===== config.mk =====
export PLATFORM = sky130hd
export DESIGN_NAME = ctrl_subsys_top
export DESIGN_NICKNAME = d
export VERILOG_FILES = /design/src/logic/ctrl_bus_pkg.sv /design/src/logic/clint_timer.sv /design/src/logic/ctrl_bus_fsm.sv /design/src/logic/ctrl_subsys_top.sv /design/src/logic/plic_arbiter.sv
export SDC_FILE = /design/constraint.sdc
export NUM_CORES = 1
export LEC_CHECK = 0
export BUFFER_PORTS_ARGS = -buffer_cell sky130_fd_sc_hd__buf_2
export CELL_PAD_IN_SITES_DETAIL_PLACEMENT = 1
export CELL_PAD_IN_SITES_GLOBAL_PLACEMENT = 1
export CORE_ASPECT_RATIO = 0.75
export CORE_MARGIN = 4
export CORE_UTILIZATION = 25
export CTS_CLUSTER_DIAMETER = 100
export DETAILED_ROUTE_END_ITERATION = 7
export HOLD_SLACK_MARGIN = 0.05
export PLACE_DENSITY = 0.45
export SLEW_MARGIN = 0
export SYNTH_ARGS = -nofsm -noshare
export SYNTH_HDL_FRONTEND = slang
export SYNTH_HIERARCHICAL = 1
export SYNTH_SLANG_ARGS = --single-unit

===== constraint.sdc =====
create_clock -name clk_i -period 10.3 [get_ports clk_i]
set_clock_uncertainty 0.2 [all_clocks]
set_input_delay 2.06 -clock clk_i [delete_from_list [all_inputs] [get_ports clk_i]]
set_output_delay 2.06 -clock clk_i [all_outputs]
set_load 0.02 [all_outputs]

===== src/logic/ctrl_bus_pkg.sv =====
// Control bus types and address map; 32-bit data, only two 16 MiB regions are decoded
`default_nettype none

package ctrl_bus_pkg;

    // ========================================================================
    // Basic bus types
    // ========================================================================

    // Width of the offset inside one region
    localparam int unsigned REGION_OFFSET_WIDTH = 24;

    typedef logic [31:0] addr_t;
    typedef logic [31:0] data_t;

    // Request from the outside master, 65 bits
    typedef struct packed {
        logic  we;
        addr_t addr;
        data_t wdata;
    } ctrl_req_t;

    // Response back to the master, 33 bits
    typedef struct packed {
        data_t rdata;
        logic  err;
    } ctrl_rsp_t;

    // Per target access, 58 bits
    // At most one strobe set at a time
    typedef struct packed {
        logic                           we;
        logic                           re;
        logic [REGION_OFFSET_WIDTH-1:0] off;
        data_t                          wdata;
    } tgt_access_t;

    // Access sequencer states
    typedef enum logic [1:0] {
        ST_IDLE,
        ST_ACCESS,
        ST_RESP
    } bus_state_e;

    // Decoded target of a request
    typedef enum logic [1:0] {
        TGT_CLINT,
        TGT_PLIC,
        TGT_NONE
    } target_e;

    // ========================================================================
    // Address map
    // ========================================================================

    localparam addr_t CLINT_BASE = 32'h0200_0000;
    localparam addr_t PLIC_BASE  = 32'h0C00_0000;

    // CLINT registers
    localparam logic [REGION_OFFSET_WIDTH-1:0] MSIP_OFF     = 24'h00_0000;
    localparam logic [REGION_OFFSET_WIDTH-1:0] MTIMECMP_OFF = 24'h00_4000;
    localparam logic [REGION_OFFSET_WIDTH-1:0] MTIME_OFF    = 24'h00_BFF8;

    // PLIC registers, priority word per source at ID * 4
    localparam logic [REGION_OFFSET_WIDTH-1:0] PRIO_OFF      = 24'h00_0000;
    localparam logic [REGION_OFFSET_WIDTH-1:0] PENDING_OFF   = 24'h00_1000;
    localparam logic [REGION_OFFSET_WIDTH-1:0] ENABLE_OFF    = 24'h00_2000;
    localparam logic [REGION_OFFSET_WIDTH-1:0] THRESHOLD_OFF = 24'h20_0000;
    localparam logic [REGION_OFFSET_WIDTH-1:0] CLAIM_OFF     = 24'h20_0004;

    // Interrupt priority range
    localparam int unsigned PRI_WIDTH = 3;
    localparam int unsigned MAX_PRI   = 7;

endpackage

`default_nettype wire


===== src/logic/clint_timer.sv =====
// 32-bit mtime and mtimecmp for one hart; mtime advances every 2 clocks, writes win over the tick
`timescale 1ns/1ns
`default_nettype none

module clint_timer (
    input  logic                      clk_i,
    input  logic                      rst_i,
    input  ctrl_bus_pkg::tgt_access_t acc_i,
    output ctrl_bus_pkg::data_t       rdata_o,
    output logic                      timer_irq_o,
    output logic                      ipi_o
);

    logic                rtc_q;
    logic                rtc_dly_q;
    logic                rtc_rise;
    ctrl_bus_pkg::data_t mtime_q;
    ctrl_bus_pkg::data_t mtimecmp_q;
    logic                msip_q;
    logic                timer_irq_q;
    logic                ipi_q;
    ctrl_bus_pkg::data_t rd_val;

    // ========================================================================
    // Real-time tick
    // ========================================================================

    // Half-rate clock, edge detected like an external rtc
    always_ff @(posedge clk_i or negedge rst_i) begin
        if (!rst_i) begin
            rtc_q     <= 1'b0;
            rtc_dly_q <= 1'b0;
        end else begin
            rtc_q     <= ~rtc_q;
            rtc_dly_q <= rtc_q;
        end
    end

    assign rtc_rise = rtc_q && !rtc_dly_q;

    // ========================================================================
    // Timer and software interrupt registers
    // ========================================================================

    always_ff @(posedge clk_i or negedge rst_i) begin
        if (!rst_i) begin
            mtime_q     <= '0;
            mtimecmp_q  <= '1;
            msip_q      <= 1'b0;
            timer_irq_q <= 1'b0;
            ipi_q       <= 1'b0;
        end else begin
            // Software write overrides the tick
            if (acc_i.we && (acc_i.off == ctrl_bus_pkg::MTIME_OFF)) begin
                mtime_q <= acc_i.wdata;
            end else if (rtc_rise) begin
                mtime_q <= mtime_q + 32'd1;
            end
            if (acc_i.we && (acc_i.off == ctrl_bus_pkg::MTIMECMP_OFF)) begin
                mtimecmp_q <= acc_i.wdata;
            end
            // Only bit 0 of msip is implemented
            if (acc_i.we && (acc_i.off == ctrl_bus_pkg::MSIP_OFF)) begin
                msip_q <= acc_i.wdata[0];
            end
            // Registered interrupt levels
            timer_irq_q <= (mtime_q >= mtimecmp_q);
            ipi_q       <= msip_q;
        end
    end

    // Read mux, holes read 0
    always_comb begin
        case (acc_i.off)
            ctrl_bus_pkg::MSIP_OFF:     rd_val = {31'b0, msip_q};
            ctrl_bus_pkg::MTIMECMP_OFF: rd_val = mtimecmp_q;
            ctrl_bus_pkg::MTIME_OFF:    rd_val = mtime_q;
            default:                    rd_val = '0;
        endcase
    end

    // Data only on a read strobe
    assign rdata_o     = acc_i.re ? rd_val : '0;
    assign timer_irq_o = timer_irq_q;
    assign ipi_o       = ipi_q;

endmodule

`default_nettype wire


===== src/logic/ctrl_bus_fsm.sv =====
// Fixed 2-clock request to response latency; requests during a transfer are dropped, no back-pressure
`timescale 1ns/1ns
`default_nettype none

module ctrl_bus_fsm (
    input  logic                      clk_i,
    input  logic                      rst_i,
    input  logic                      req_i,
    input  ctrl_bus_pkg::ctrl_req_t   req_data_i,
    output ctrl_bus_pkg::tgt_access_t clint_acc_o,
    output ctrl_bus_pkg::tgt_access_t plic_acc_o,
    input  ctrl_bus_pkg::data_t       clint_rdata_i,
    input  ctrl_bus_pkg::data_t       plic_rdata_i,
    output logic                      rsp_valid_o,
    output ctrl_bus_pkg::ctrl_rsp_t   rsp_o
);

    localparam int unsigned OFF_W = ctrl_bus_pkg::REGION_OFFSET_WIDTH;

    ctrl_bus_pkg::bus_state_e  state_q;
    ctrl_bus_pkg::bus_state_e  state_d;
    ctrl_bus_pkg::target_e     tgt_dec;
    ctrl_bus_pkg::target_e     tgt_q;
    ctrl_bus_pkg::ctrl_req_t   req_q;
    ctrl_bus_pkg::ctrl_rsp_t   rsp_d;
    ctrl_bus_pkg::ctrl_rsp_t   rsp_q;
    ctrl_bus_pkg::tgt_access_t acc;
    logic                      rsp_valid_q;
    logic                      accept;
    logic                      in_access;

    // ========================================================================
    // Region decode and sequencing
    // ========================================================================

    // Upper address bits select the region
    always_comb begin
        if (req_data_i.addr[31:OFF_W] == ctrl_bus_pkg::CLINT_BASE[31:OFF_W]) begin
            tgt_dec = ctrl_bus_pkg::TGT_CLINT;
        end else if (req_data_i.addr[31:OFF_W] == ctrl_bus_pkg::PLIC_BASE[31:OFF_W]) begin
            tgt_dec = ctrl_bus_pkg::TGT_PLIC;
        end else begin
            tgt_dec = ctrl_bus_pkg::TGT_NONE;
        end
    end

    // Only an idle sequencer takes a new request
    assign accept    = req_i && (state_q == ctrl_bus_pkg::ST_IDLE);
    assign in_access = (state_q == ctrl_bus_pkg::ST_ACCESS);

    always_comb begin
        state_d = state_q;
        case (state_q)
            ctrl_bus_pkg::ST_IDLE:   if (req_i) state_d = ctrl_bus_pkg::ST_ACCESS;
            ctrl_bus_pkg::ST_ACCESS: state_d = ctrl_bus_pkg::ST_RESP;
            ctrl_bus_pkg::ST_RESP:   state_d = ctrl_bus_pkg::ST_IDLE;
            default:                 state_d = ctrl_bus_pkg::ST_IDLE;
        endcase
    end

    always_ff @(posedge clk_i or negedge rst_i) begin
        if (!rst_i) begin
            state_q     <= ctrl_bus_pkg::ST_IDLE;
            tgt_q       <= ctrl_bus_pkg::TGT_NONE;
            rsp_valid_q <= 1'b0;
        end else begin
            state_q     <= state_d;
            // Response pulse one cycle after entering ST_RESP
            rsp_valid_q <= (state_q == ctrl_bus_pkg::ST_RESP);
            if (accept) begin
                tgt_q <= tgt_dec;
            end
        end
    end

    // Request and response payload
    always_ff @(posedge clk_i) begin
        if (accept) begin
            req_q <= req_data_i;
        end
        if (in_access) begin
            rsp_q <= rsp_d;
        end
    end

    // ========================================================================
    // Target strobes and read capture
    // ========================================================================

    always_comb begin
        acc.we      = in_access && req_q.we;
        acc.re      = in_access && !req_q.we;
        acc.off     = req_q.addr[OFF_W-1:0];
        acc.wdata   = req_q.wdata;
        clint_acc_o = acc;
        plic_acc_o  = acc;
        // Strobes only towards the decoded target
        if (tgt_q != ctrl_bus_pkg::TGT_CLINT) begin
            clint_acc_o.we = 1'b0;
            clint_acc_o.re = 1'b0;
        end
        if (tgt_q != ctrl_bus_pkg::TGT_PLIC) begin
            plic_acc_o.we = 1'b0;
            plic_acc_o.re = 1'b0;
        end
    end

    always_comb begin
        case (tgt_q)
            ctrl_bus_pkg::TGT_CLINT: begin
                rsp_d.rdata = clint_rdata_i;
                rsp_d.err   = 1'b0;
            end
            ctrl_bus_pkg::TGT_PLIC: begin
                rsp_d.rdata = plic_rdata_i;
                rsp_d.err   = 1'b0;
            end
            // Hole in the map
            default: begin
                rsp_d.rdata = '0;
                rsp_d.err   = 1'b1;
            end
        endcase
    end

    assign rsp_valid_o = rsp_valid_q;
    assign rsp_o       = rsp_q;

endmodule

`default_nettype wire


===== src/logic/ctrl_subsys_top.sv =====
// Single hart control subsystem, one bus master, SOURCE_NUM from 1 to 31 level sources
`timescale 1ns/1ns
`default_nettype none

module ctrl_subsys_top #(
    parameter int unsigned SOURCE_NUM = 8
) (
    input  logic                    clk_i,
    input  logic                    rst_i,
    input  logic                    req_i,
    input  ctrl_bus_pkg::ctrl_req_t req_data_i,
    output logic                    rsp_valid_o,
    output ctrl_bus_pkg::ctrl_rsp_t rsp_o,
    input  logic [SOURCE_NUM-1:0]   irq_sources_i,
    output logic                    timer_irq_o,
    output logic                    ipi_o,
    output logic                    ext_irq_o
);

    // ========================================================================
    // Target access paths
    // ========================================================================

    ctrl_bus_pkg::tgt_access_t clint_acc;
    ctrl_bus_pkg::tgt_access_t plic_acc;
    ctrl_bus_pkg::data_t       clint_rdata;
    ctrl_bus_pkg::data_t       plic_rdata;

    // Decoder and access sequencer
    ctrl_bus_fsm u_ctrl_bus_fsm (
        .clk_i         (clk_i),
        .rst_i         (rst_i),
        .req_i         (req_i),
        .req_data_i    (req_data_i),
        .clint_acc_o   (clint_acc),
        .plic_acc_o    (plic_acc),
        .clint_rdata_i (clint_rdata),
        .plic_rdata_i  (plic_rdata),
        .rsp_valid_o   (rsp_valid_o),
        .rsp_o         (rsp_o)
    );

    // Timer and software interrupt
    clint_timer u_clint_timer (
        .clk_i       (clk_i),
        .rst_i       (rst_i),
        .acc_i       (clint_acc),
        .rdata_o     (clint_rdata),
        .timer_irq_o (timer_irq_o),
        .ipi_o       (ipi_o)
    );

    // External interrupt controller
    plic_arbiter #(
        .SOURCE_NUM (SOURCE_NUM)
    ) u_plic_arbiter (
        .clk_i         (clk_i),
        .rst_i         (rst_i),
        .acc_i         (plic_acc),
        .rdata_o       (plic_rdata),
        .irq_sources_i (irq_sources_i),
        .ext_irq_o     (ext_irq_o)
    );

endmodule

`default_nettype wire


===== src/logic/plic_arbiter.sv =====
// One external target, level sources 1..SOURCE_NUM (1 to 31), priority and threshold clamp to MAX_PRI
`timescale 1ns/1ns
`default_nettype none

module plic_arbiter #(
    parameter int unsigned SOURCE_NUM = 8
) (
    input  logic                      clk_i,
    input  logic                      rst_i,
    input  ctrl_bus_pkg::tgt_access_t acc_i,
    output ctrl_bus_pkg::data_t       rdata_o,
    input  logic [SOURCE_NUM-1:0]     irq_sources_i,
    output logic                      ext_irq_o
);

    localparam int unsigned ID_WIDTH = $clog2(SOURCE_NUM + 1);
    localparam int unsigned PW       = ctrl_bus_pkg::PRI_WIDTH;
    localparam int unsigned OFF_W    = ctrl_bus_pkg::REGION_OFFSET_WIDTH;

    logic [PW-1:0]       prio_q [1:SOURCE_NUM];
    logic [SOURCE_NUM:1] enable_q;
    logic [SOURCE_NUM:1] pending_q;
    logic [SOURCE_NUM:1] pending_d;
    logic [SOURCE_NUM:1] in_service_q;
    logic [SOURCE_NUM:1] in_service_d;
    logic [PW-1:0]       threshold_q;
    logic [PW-1:0]       best_pri;
    logic [ID_WIDTH-1:0] best_id;
    logic                claim_rd;
    logic                complete_wr;
    logic                ext_irq_q;
    ctrl_bus_pkg::data_t rd_val;

    // Out-of-range writes saturate at the top priority
    function automatic logic [PW-1:0] clamp_pri(input ctrl_bus_pkg::data_t value);
        if (value > ctrl_bus_pkg::MAX_PRI) begin
            return PW'(ctrl_bus_pkg::MAX_PRI);
        end
        return value[PW-1:0];
    endfunction

    // Offset of the priority word of one source
    function automatic logic [OFF_W-1:0] prio_addr(input int unsigned id);
        return ctrl_bus_pkg::PRIO_OFF + OFF_W'(id * 4);
    endfunction

    // ========================================================================
    // Best-source search
    // ========================================================================

    // Strict compare keeps the lowest ID on ties, priority 0 never wins
    always_comb begin
        best_pri = '0;
        best_id  = '0;
        for (int unsigned i = 1; i <= SOURCE_NUM; i++) begin
            if (pending_q[i] && enable_q[i] && (prio_q[i] > best_pri)) begin
                best_pri = prio_q[i];
                best_id  = ID_WIDTH'(i);
            end
        end
    end

    // ========================================================================
    // Gateways and claim/complete
    // ========================================================================

    assign claim_rd    = acc_i.re && (acc_i.off == ctrl_bus_pkg::CLAIM_OFF);
    assign complete_wr = acc_i.we && (acc_i.off == ctrl_bus_pkg::CLAIM_OFF);

    always_comb begin
        // Level sets pending unless already in service
        pending_d    = pending_q | (irq_sources_i & ~in_service_q);
        in_service_d = in_service_q;
        for (int unsigned i = 1; i <= SOURCE_NUM; i++) begin
            // Claim moves the winner from pending to in service
            if (claim_rd && (best_id == ID_WIDTH'(i))) begin
                pending_d[i]    = 1'b0;
                in_service_d[i] = 1'b1;
            end
            // Completion by ID reopens the gateway
            if (complete_wr && (acc_i.wdata == 32'(i))) begin
                in_service_d[i] = 1'b0;
            end
        end
    end

    always_ff @(posedge clk_i or negedge rst_i) begin
        if (!rst_i) begin
            for (int unsigned i = 1; i <= SOURCE_NUM; i++) begin
                prio_q[i] <= '0;
            end
            enable_q     <= '0;
            threshold_q  <= '0;
            pending_q    <= '0;
            in_service_q <= '0;
            ext_irq_q    <= 1'b0;
        end else begin
            pending_q    <= pending_d;
            in_service_q <= in_service_d;
            ext_irq_q    <= (best_pri > threshold_q);
            if (acc_i.we) begin
                for (int unsigned i = 1; i <= SOURCE_NUM; i++) begin
                    if (acc_i.off == prio_addr(i)) begin
                        prio_q[i] <= clamp_pri(acc_i.wdata);
                    end
                end
                // Bit 0 is the reserved source 0
                if (acc_i.off == ctrl_bus_pkg::ENABLE_OFF) begin
                    enable_q <= acc_i.wdata[SOURCE_NUM:1];
                end
                if (acc_i.off == ctrl_bus_pkg::THRESHOLD_OFF) begin
                    threshold_q <= clamp_pri(acc_i.wdata);
                end
            end
        end
    end

    // Read mux, pending is read-only
    always_comb begin
        rd_val = '0;
        for (int unsigned i = 1; i <= SOURCE_NUM; i++) begin
            if (acc_i.off == prio_addr(i)) begin
                rd_val = ctrl_bus_pkg::data_t'(prio_q[i]);
            end
        end
        if (acc_i.off == ctrl_bus_pkg::PENDING_OFF) begin
            rd_val = ctrl_bus_pkg::data_t'({pending_q, 1'b0});
        end
        if (acc_i.off == ctrl_bus_pkg::ENABLE_OFF) begin
            rd_val = ctrl_bus_pkg::data_t'({enable_q, 1'b0});
        end
        if (acc_i.off == ctrl_bus_pkg::THRESHOLD_OFF) begin
            rd_val = ctrl_bus_pkg::data_t'(threshold_q);
        end
        // 0 when nothing is eligible
        if (acc_i.off == ctrl_bus_pkg::CLAIM_OFF) begin
            rd_val = ctrl_bus_pkg::data_t'(best_id);
        end
    end

    assign rdata_o   = acc_i.re ? rd_val : '0;
    assign ext_irq_o = ext_irq_q;

endmodule

`default_nettype wire


==> results of run 1 <==
cell type report:
type / instances / area, sq um / area share (%)
Antenna cell: 1 / 2.50 / 0.0171
Multi-Input combinational cell: 808 / 5750 / 39.4
Tap cell: 657 / 822 / 5.63
Clock buffer: 32 / 714 / 4.89
Inverter: 65 / 246 / 1.69
Timing Repair Buffer: 160 / 927 / 6.35
Clock inverter: 18 / 243 / 1.66
Sequential cell: 216 / 5900 / 40.4
cells in the mapped netlist, types with 8 or more instances:
library cell	number	area share (%)
a21oi_1	65	2.5
a22oi_1	41	2.4
a31oi_1	10	0.49
and3_1	16	0.78
buf_2	9	0.35
buf_4	138	8.1
clkbuf_1	22	0.64
dfrtp_1	93	18
dfstp_2	33	6.7
edfxtp_1	90	21
ha_1	50	4.9
inv_1	65	1.9
mux2_2	12	1.1
mux2_4	33	3.9
mux2i_1	38	3.0
nand2_1	68	2.0
nand3_1	35	1.4
nand4_1	31	1.5
nor2_1	137	4.0
nor2b_1	11	0.54
nor3_1	14	0.54
nor4_1	20	0.97
o21ai_0	39	1.5
or3_1	8	0.39
or4_1	8	0.47
xnor2_1	9	0.61
xor2_1	15	1.0
kinds of logic after synthesis:
family	synth area share, %
adders and majority gates	4.87
AOI/OAI and AO/OA	12.3
xor gates and xnor gates	1.63
buffers and inverters	11.5
DFF	45.9
and+or+nand+nor	15.8
muxes	7.95
other	0.0292
layer usage:
layer	vias to the layer above	part of all wire, %	routed length, um
met1	4674	55	22100
li1	4422	-	-
met5	-	0	0
met3	35	4.1	1660
met2	169	39	15800
met4	0	1.4	573
where the power goes:
part | switching (uW) | leakage, uW | total [uW] | internal (uW)
sequential | 30.3 | 0.00243 | 969 | 938
clock | 405 | 0.000471 | 1030 | 625
combinational | 59.6 | 0.00270 | 84.8 | 25.2
stage by stage:
stage	setup WS (ps)	hold WS (ps)	cells
finish	471	203	1957
global route	-66.1	219	1956
CTS	34.0	194	1944
detailed placement	-179	191	1890
global placement	202	176	1890
floorplan	370	169	1264
worst max-delay path by stage:
stage / from / endpoint / slack (ps) / depth (start not counted)
CTS: u_plic_arbiter/prio_q[22] / u_ctrl_bus_fsm/rsp_o[3] / 30 / 48
global placement: u_plic_arbiter/pending_q[1] / u_ctrl_bus_fsm/rsp_o[3] / 200 / 49
floorplan: u_plic_arbiter/pending_q[1] / u_plic_arbiter/ext_irq_o / 370 / 56
global route: u_plic_arbiter/pending_q[1] / u_ctrl_bus_fsm/rsp_o[3] / -70 / 49
finish: u_plic_arbiter/pending_q[1] / u_ctrl_bus_fsm/rsp_o[3] / 470 / 48
detailed placement: u_plic_arbiter/pending_q[1] / u_ctrl_bus_fsm/rsp_o[3] / -180 / 49
flip-flops by register name, indices dropped and copies added (netlist names), 8 cells and up:
signal	flops
u_ctrl_bus_fsm/clint_acc_o	56
u_ctrl_bus_fsm/rsp_o	33
u_clint_timer/mtime_q	32
u_clint_timer/mtimecmp_q	32
u_plic_arbiter/prio_q	24
u_plic_arbiter/enable_q	8
u_plic_arbiter/in_service_q	8
u_plic_arbiter/pending_q	8
what timing repair did:
item	CTS	global route
gates resized for setup	6	25
buffers inserted	4	12
pin swaps	1	15
setup endpoints to repair	16	21
gates cloned	0	0
==> impl_results.html, run 1 <==
<table>
<tr><th>Metric</th><th>Value</th></tr>
<tr><th colspan="2">Run status</th></tr>
<tr><td>Run status</td><td>complete, no violations</td></tr>
<tr><th colspan="2">Floorplanning</th></tr>
<tr><td>Number of cell rows</td><td>71</td></tr>
<tr><td>Ports</td><td>113</td></tr>
<tr><td>Initial standard-cell utilization of the core</td><td>25.5%</td></tr>
<tr><td>Standard cell core area</td><td>50,500 sq um</td></tr>
<tr><td>Height of the chip</td><td>204 um</td></tr>
<tr><td>Width of the chip</td><td>270 um</td></tr>
<tr><td>Die ar.</td><td>55,200 sq um</td></tr>
<tr><th colspan="2">Layout</th></tr>
<tr><td>Fin util</td><td>28.9%</td></tr>
<tr><td>Most used cells in the layout excluding fill and tap cells</td><td>nor2_1, buf_2, dfrtp_1</td></tr>
<tr><td>Share of layout cells above drive strength 1</td><td>26.3%</td></tr>
<tr><td># nets final</td><td>1,404</td></tr>
<tr><td>Area growth syn-to-layout</td><td>13.6%</td></tr>
<tr><td>Most common library cell in the layout ignoring fill and taps</td><td>nor2_1</td></tr>
<tr><td>Number of filler instances in the final layout</td><td>roughly 5,700</td></tr>
<tr><td>Area of all placed cells without fillers</td><td>14,600 sq um</td></tr>
<tr><th colspan="2">Worst setup path</th></tr>
<tr><td>Worst r2r dst</td><td>u_ctrl_bus_fsm/rsp_o[3]</td></tr>
<tr><td>Register-to-register setup slack</td><td>470 ps</td></tr>
<tr><td>Arrival time of the worst setup path</td><td>roughly 9900 ps</td></tr>
<tr><td>Worst Setup Path Type</td><td>register to register</td></tr>
<tr><td>Category of the worst setup path capture point</td><td>register</td></tr>
<tr><td>Delay-heaviest family, CP</td><td>simple AND/OR/NAND/NOR gates</td></tr>
<tr><td>Startpoint of the worst-slack reg-to-reg timing path</td><td>u_plic_arbiter/pending_q[1]</td></tr>
<tr><td>Max FO, Critical Path</td><td>7</td></tr>
<tr><td>Worst-case reg-to-reg path depth</td><td>48</td></tr>
<tr><td>Slowest CP cell</td><td>dfrtp_1</td></tr>
<tr><td>Req. time, crit path</td><td>10,360 ps</td></tr>
<tr><td>Critical Path Source Type</td><td>register</td></tr>
<tr><td>Worst Path Buf+Inv</td><td>4</td></tr>
<tr><td>Worst stage delay on the critical path</td><td>410 ps</td></tr>
<tr><th colspan="2">Pwr</th></tr>
<tr><td>Leakage power total</td><td>0.00560 uW</td></tr>
<tr><td>Sum of internal, switching and leakage power</td><td>2080 uW</td></tr>
<tr><td>IR drop worst, VDD</td><td>between 100 and 150 uV</td></tr>
<tr><td>Power per Cell Area</td><td>143 nW/um^2</td></tr>
<tr><th colspan="2">Clocking</th></tr>
<tr><td>Hold bufs inserted after CTS</td><td>0</td></tr>
<tr><td>Htree depth</td><td>1</td></tr>
<tr><td>Worst-path clk slew</td><td>60 ps</td></tr>
<tr><td>Num CTS Buffers</td><td>27</td></tr>
<tr><td>Clock net sink count</td><td>216</td></tr>
<tr><td>Clock latency of the later-clocked register in the worst-skew pair</td><td>around 560 ps</td></tr>
<tr><td>Cell at the root of the clock tree</td><td>clkbuf_16</td></tr>
<tr><td>CTS Buffer Depth</td><td>3</td></tr>
<tr><td>CTS tree</td><td>done</td></tr>
<tr><th colspan="2">Synth</th></tr>
<tr><td>Number of warnings printed during yosys synthesis</td><td>6</td></tr>
<tr><td>Synthesized area per cell</td><td>10.4 sq um</td></tr>
<tr><td>Async SR Flop Fraction</td><td>58.3%</td></tr>
<tr><td>Cells after synthesis</td><td>roughly 1,200</td></tr>
<tr><td>Area of the mapped netlist</td><td>12,900 sq um</td></tr>
<tr><td>Prevailing post-synth register cell</td><td>dfrtp_1</td></tr>
<tr><td>Sequential fraction of the synthesis area</td><td>45.9%</td></tr>
<tr><td>Cell variety after synth</td><td>between 80 and 90</td></tr>
<tr><td>Number of storage elements in the synthesis netlist</td><td>approximately 220</td></tr>
<tr><td>EDFF count, synth</td><td>90</td></tr>
<tr><th colspan="2">Global route</th></tr>
<tr><td>Busiest layer in global routing</td><td>met1</td></tr>
<tr><td>Remaining global-route overflow</td><td>0</td></tr>
<tr><td>First-pass GRT wire length</td><td>about 62,000 um</td></tr>
<tr><td>Via count of the first global-routing pass</td><td>about 9,800</td></tr>
<tr><td>Largest net degree at the start of global routing</td><td>67</td></tr>
<tr><td>M2 GR Usage</td><td>between 20 and 25%</td></tr>
<tr><td>Met3 Resource Use GR</td><td>2.64%</td></tr>
<tr><td>Antenna violations before repair</td><td>0</td></tr>
<tr><td>GRT Resource Usage Total</td><td>14.3%</td></tr>
<tr><td>Met1 capacity usage during global routing</td><td>22.7%</td></tr>
<tr><th colspan="2">STA</th></tr>
<tr><td>Fmax</td><td>102 MHz</td></tr>
<tr><td>Hold Vio Cnt, Final</td><td>0</td></tr>
<tr><td>Part of the cycle the worst path needs</td><td>approximately 95%</td></tr>
<tr><td>Fin. max-slew vios</td><td>0</td></tr>
<tr><td>Summed negative setup slack over all endpoints</td><td>0 ps</td></tr>
<tr><td>Final critical delay including setup and external delays</td><td>9830 ps</td></tr>
<tr><td>Worst Tran Pin Value</td><td>~1100 ps</td></tr>
<tr><td>Headroom to the max-slew limit</td><td>26.3%</td></tr>
<tr><td>Number of endpoints failing setup at the final stage</td><td>0</td></tr>
<tr><th colspan="2">Placement</th></tr>
<tr><td>Final HPWL DP</td><td>29,200 um</td></tr>
<tr><td>Number of port buffers</td><td>112</td></tr>
<tr><td>Placer Congestion</td><td>between 0.8 and 0.9</td></tr>
<tr><td>Area after DPL</td><td>13,400 sq um</td></tr>
<tr><th colspan="2">Job</th></tr>
<tr><td>Number of maximum-capacitance constraint violations</td><td>0</td></tr>
<tr><th colspan="2">Min path</th></tr>
<tr><td>End point of the worst hold path</td><td>u_clint_timer/rtc_dly_q</td></tr>
<tr><td>Path category of the worst min-delay check</td><td>register to register</td></tr>
<tr><td>WHS Path Cells</td><td>0</td></tr>
<tr><td>Startpoint of the tightest hold check path</td><td>u_clint_timer/rtc_q</td></tr>
<tr><th colspan="2">Detailed routing</th></tr>
<tr><td>Post-Route WL</td><td>40,100 um</td></tr>
<tr><td>Number of design-rule violations left by the first detailed-router iteration</td><td>514</td></tr>
<tr><td>Average vias per placed instance</td><td>4.75</td></tr>
<tr><td>Number of remaining DRC errors</td><td>0</td></tr>
<tr><td>Count of vias placed by the detailed router</td><td>9,300</td></tr>
<tr><td>Wire per inst</td><td>20.5 um</td></tr>
<tr><td>1st-pass router iterations</td><td>5</td></tr>
<tr><td>Remaining number of nets flagged by the antenna check after routing</td><td>0</td></tr>
</table>
Note: power is estimated with default switching activity, not from simulation.
==> run 2: changes to the inputs <==
- CTS_BUF_LIST: unset -> sky130_fd_sc_hd__clkbuf_8
==> run 2 against run 1 <==
Non-clock buffer count is 2 higher; highest routed layer unchanged; count of clock-buffer cells in the layout grew 14; global-route usage up 0.16 points; cell area is 0.88% lower; routed wire length rose by 0.73%; flip-flop and latch count unchanged; maximum frequency grew 0.59%; worst setup slack better by 58 ps; clock power shrank 16%; largest power group is now registers.
==> impl_results.html, run 2 (synthesized netlist as in run 1, its figures left out) <==
<table>
<tr><th>Metric</th><th>Value</th></tr>
<tr><th colspan="2">Run status</th></tr>
<tr><td>Run status</td><td>complete, no violations</td></tr>
<tr><th colspan="2">Detailed routing</th></tr>
<tr><td>Uppermost signal routing layer after detailed routing</td><td>met4</td></tr>
<tr><td>Routed metal-1 wire length</td><td>21,900 um (-0.69%)</td></tr>
<tr><td>Number of remaining DRC errors</td><td>0 (unchanged)</td></tr>
<tr><td>Number of design-rule violations left by the first detailed-router iteration</td><td>474 (-7.8%)</td></tr>
<tr><td>Routed length on met2</td><td>16,000 um (+1.4%)</td></tr>
<tr><td>Metal3 WL</td><td>1920 um (+16%)</td></tr>
<tr><td>Wire per inst</td><td>20.4 um (-0.59%)</td></tr>
<tr><td>Remaining number of nets flagged by the antenna check after routing</td><td>0 (unchanged)</td></tr>
<tr><td>1st-pass router iterations</td><td>5 (unchanged)</td></tr>
<tr><td>Average vias per placed instance</td><td>4.74 (-0.15%)</td></tr>
<tr><td>Count of vias placed by the detailed router</td><td>9,409 (+1.2%)</td></tr>
<tr><td>Post-Route WL</td><td>40,400 um (+0.73%)</td></tr>
<tr><th colspan="2">Layout</th></tr>
<tr><td>Area growth syn-to-layout</td><td>12.6%</td></tr>
<tr><td>Most used cells in the layout excluding fill and tap cells</td><td>nor2_1, buf_2, dfrtp_1</td></tr>
<tr><td>Number of flip-flops under the largest register name</td><td>56 (unchanged)</td></tr>
<tr><td>Share of layout cells above drive strength 1</td><td>26.6% (+0.29 points)</td></tr>
<tr><td>Antenna fix cells</td><td>0 (-1)</td></tr>
<tr><td># nets final</td><td>1,420 (+1.1%)</td></tr>
<tr><td>Number of filler instances in the final layout</td><td>5,743 (+0.70%)</td></tr>
<tr><td>Most common library cell in the layout ignoring fill and taps</td><td>nor2_1</td></tr>
<tr><th colspan="2">Worst setup path</th></tr>
<tr><td>Category of the worst setup path capture point</td><td>register</td></tr>
<tr><td>Slowest CP cell</td><td>dfrtp_1</td></tr>
<tr><td>Worst stage delay on the critical path</td><td>410 ps (about the same)</td></tr>
<tr><td>Arrival time of the worst setup path</td><td>9850 ps (-40 ps)</td></tr>
<tr><td>Max FO, Critical Path</td><td>6 (-1)</td></tr>
<tr><td>Critical Path Source Type</td><td>register</td></tr>
<tr><td>Worst Setup Path Type</td><td>register to register</td></tr>
<tr><td>Req. time, crit path</td><td>10,380 ps (+20 ps)</td></tr>
<tr><th colspan="2">Floorplanning</th></tr>
<tr><td>Die ar.</td><td>55,200 sq um (unchanged)</td></tr>
<tr><td>Width of the chip</td><td>270 um (unchanged)</td></tr>
<tr><td>Number of cell rows</td><td>71 (unchanged)</td></tr>
<tr><td>Ports</td><td>113 (unchanged)</td></tr>
<tr><td>Standard cell core area</td><td>50,500 sq um (unchanged)</td></tr>
<tr><td>Initial standard-cell utilization of the core</td><td>25.5% (unchanged)</td></tr>
<tr><td>Height of the chip</td><td>204 um (unchanged)</td></tr>
<tr><th colspan="2">Clocking</th></tr>
<tr><td>Worst-path clk slew</td><td>70 ps (about the same)</td></tr>
<tr><td>Hold bufs inserted after CTS</td><td>0 (unchanged)</td></tr>
<tr><td>Num CTS Buffers</td><td>41 (+52%)</td></tr>
<tr><td>Cell at the root of the clock tree</td><td>clkbuf_8</td></tr>
<tr><td>CTS tree</td><td>done</td></tr>
<tr><td>CTS Buffer Depth</td><td>3 (unchanged)</td></tr>
<tr><td>Clock net sink count</td><td>216 (unchanged)</td></tr>
<tr><td>Htree depth</td><td>2 (+1)</td></tr>
<tr><td>Clock latency of the later-clocked register in the worst-skew pair</td><td>580 ps (+20 ps)</td></tr>
<tr><th colspan="2">Pwr</th></tr>
<tr><td>Power per Cell Area</td><td>132 nW/um^2 (-7.2%)</td></tr>
<tr><td>Sum of internal, switching and leakage power</td><td>1920 uW (-8.0%)</td></tr>
<tr><td>Leakage power total</td><td>0.00560 uW (about the same)</td></tr>
<tr><td>IR drop worst, VDD</td><td>75.0 uV (-26%)</td></tr>
<tr><th colspan="2">Global route</th></tr>
<tr><td>First-pass GRT wire length</td><td>62,000 um (+0.56%)</td></tr>
<tr><td>Largest net degree at the start of global routing</td><td>67 (unchanged)</td></tr>
<tr><td>Remaining global-route overflow</td><td>0 (unchanged)</td></tr>
<tr><td>GRT Resource Usage Total</td><td>14.5% (+0.16 points)</td></tr>
<tr><td>Via count of the first global-routing pass</td><td>9,988 (+1.8%)</td></tr>
<tr><td>Antenna violations before repair</td><td>0 (unchanged)</td></tr>
<tr><th colspan="2">Placement</th></tr>
<tr><td>Final HPWL DP</td><td>29,200 um (unchanged)</td></tr>
<tr><td>Placer Congestion</td><td>0.818 (unchanged)</td></tr>
<tr><td>Number of port buffers</td><td>112 (unchanged)</td></tr>
<tr><th colspan="2">STA</th></tr>
<tr><td>Hold Vio Cnt, Final</td><td>0 (unchanged)</td></tr>
<tr><td>Worst Tran Pin Value</td><td>1120 ps (+14.0 ps)</td></tr>
<tr><td>Worst hold slack</td><td>214 ps (+11.8 ps)</td></tr>
<tr><td>Number of endpoints failing setup at the final stage</td><td>0 (unchanged)</td></tr>
<tr><td>Fmax</td><td>102 MHz (+0.59%)</td></tr>
<tr><td>Headroom to the max-slew limit</td><td>25.3% (-0.94 points)</td></tr>
<tr><td>Summed negative setup slack over all endpoints</td><td>0 ps (unchanged)</td></tr>
<tr><td>Fin. max-slew vios</td><td>0 (unchanged)</td></tr>
<tr><td>Part of the cycle the worst path needs</td><td>94.9% (-0.56 points)</td></tr>
<tr><td>Final critical delay including setup and external delays</td><td>9770 ps (-57.5 ps)</td></tr>
<tr><th colspan="2">Job</th></tr>
<tr><td>Number of maximum-capacitance constraint violations</td><td>0 (unchanged)</td></tr>
<tr><th colspan="2">Min path</th></tr>
<tr><td>Path category of the worst min-delay check</td><td>register to register</td></tr>
</table>
run 2: metal layers:
layer / vias up / global-route usage, %
li1: 4461 / -
met1: 4717 / 22.6
met2: 191 / 20.2
met3: 40 / 3.12
met4: 0 / 2.87
met5: - / 0
run 2: worst paths after layout:
kind,depth (start not counted),slack [ps],from,endpoint
setup / recovery,48,530,u_plic_arbiter/pending_q[1],u_ctrl_bus_fsm/rsp_o[3]
hold / removal,0,210,u_clint_timer/rtc_q,u_clint_timer/rtc_dly_q
setup reg to reg,48,530,u_plic_arbiter/pending_q[1],u_ctrl_bus_fsm/rsp_o[3]
hold reg to reg,0,210,u_clint_timer/rtc_q,u_clint_timer/rtc_dly_q
max in group asynchronous,2,6990,rst_i,u_clint_timer/mtime_q[18]
min in group asynchronous,1,1460,rst_i,u_plic_arbiter/in_service_q[3]
run 2: critical path, delay by kind of cell, from the launching register on:
family	cells	cell delay, ps
AOI/OAI and AO/OA	14	2520
adders and majority gates	7	1570
buffers and inverters	4	420
DFF	1	410
muxes	6	1750
and+or+nand+nor	17	2580
run 2: metrics by stage:
stage | util (%) | worst slack, ps | area, sq um | std cells
after global placement | 26.5 | 202 | 13400 | 1890
after global routing | 28.7 | -8.48 | 14500 | 1983
after CTS | 28.2 | 32.3 | 14200 | 1969
final | 28.7 | 528 | 14500 | 1983
after detailed placement | 26.5 | -179 | 13400 | 1890
after floorplan | - | 370 | 12900 | 1264
run 2: area by class of cell:
type | instances | area [sq um] | area share, %
timing repair buffer | 162 | 942 | 6.51
sequential | 216 | 5900 | 40.8
inverter | 65 | 246 | 1.70
clock inverter | 29 | 183 | 1.26
tap | 657 | 822 | 5.68
clock buffer | 46 | 633 | 4.37
multi-input combinational | 808 | 5750 | 39.7
run 2: power breakdown:
group	internal (uW)	switching (uW)	leakage (uW)	total, uW
Clock	462	400	0.000460	862
Sequential	939	30.6	0.00243	969
Combinational	25.2	59.5	0.00272	84.7
Total	1430	490	0.00560	1920
run 2: what timing repair did:
action,4_1_cts,5_1_grt
cloned,0,0
setup endpoints to repair,16,21
hold endpoints to repair,0,0
resized for setup,6,25
buffers inserted,4,14
pin swaps,1,15
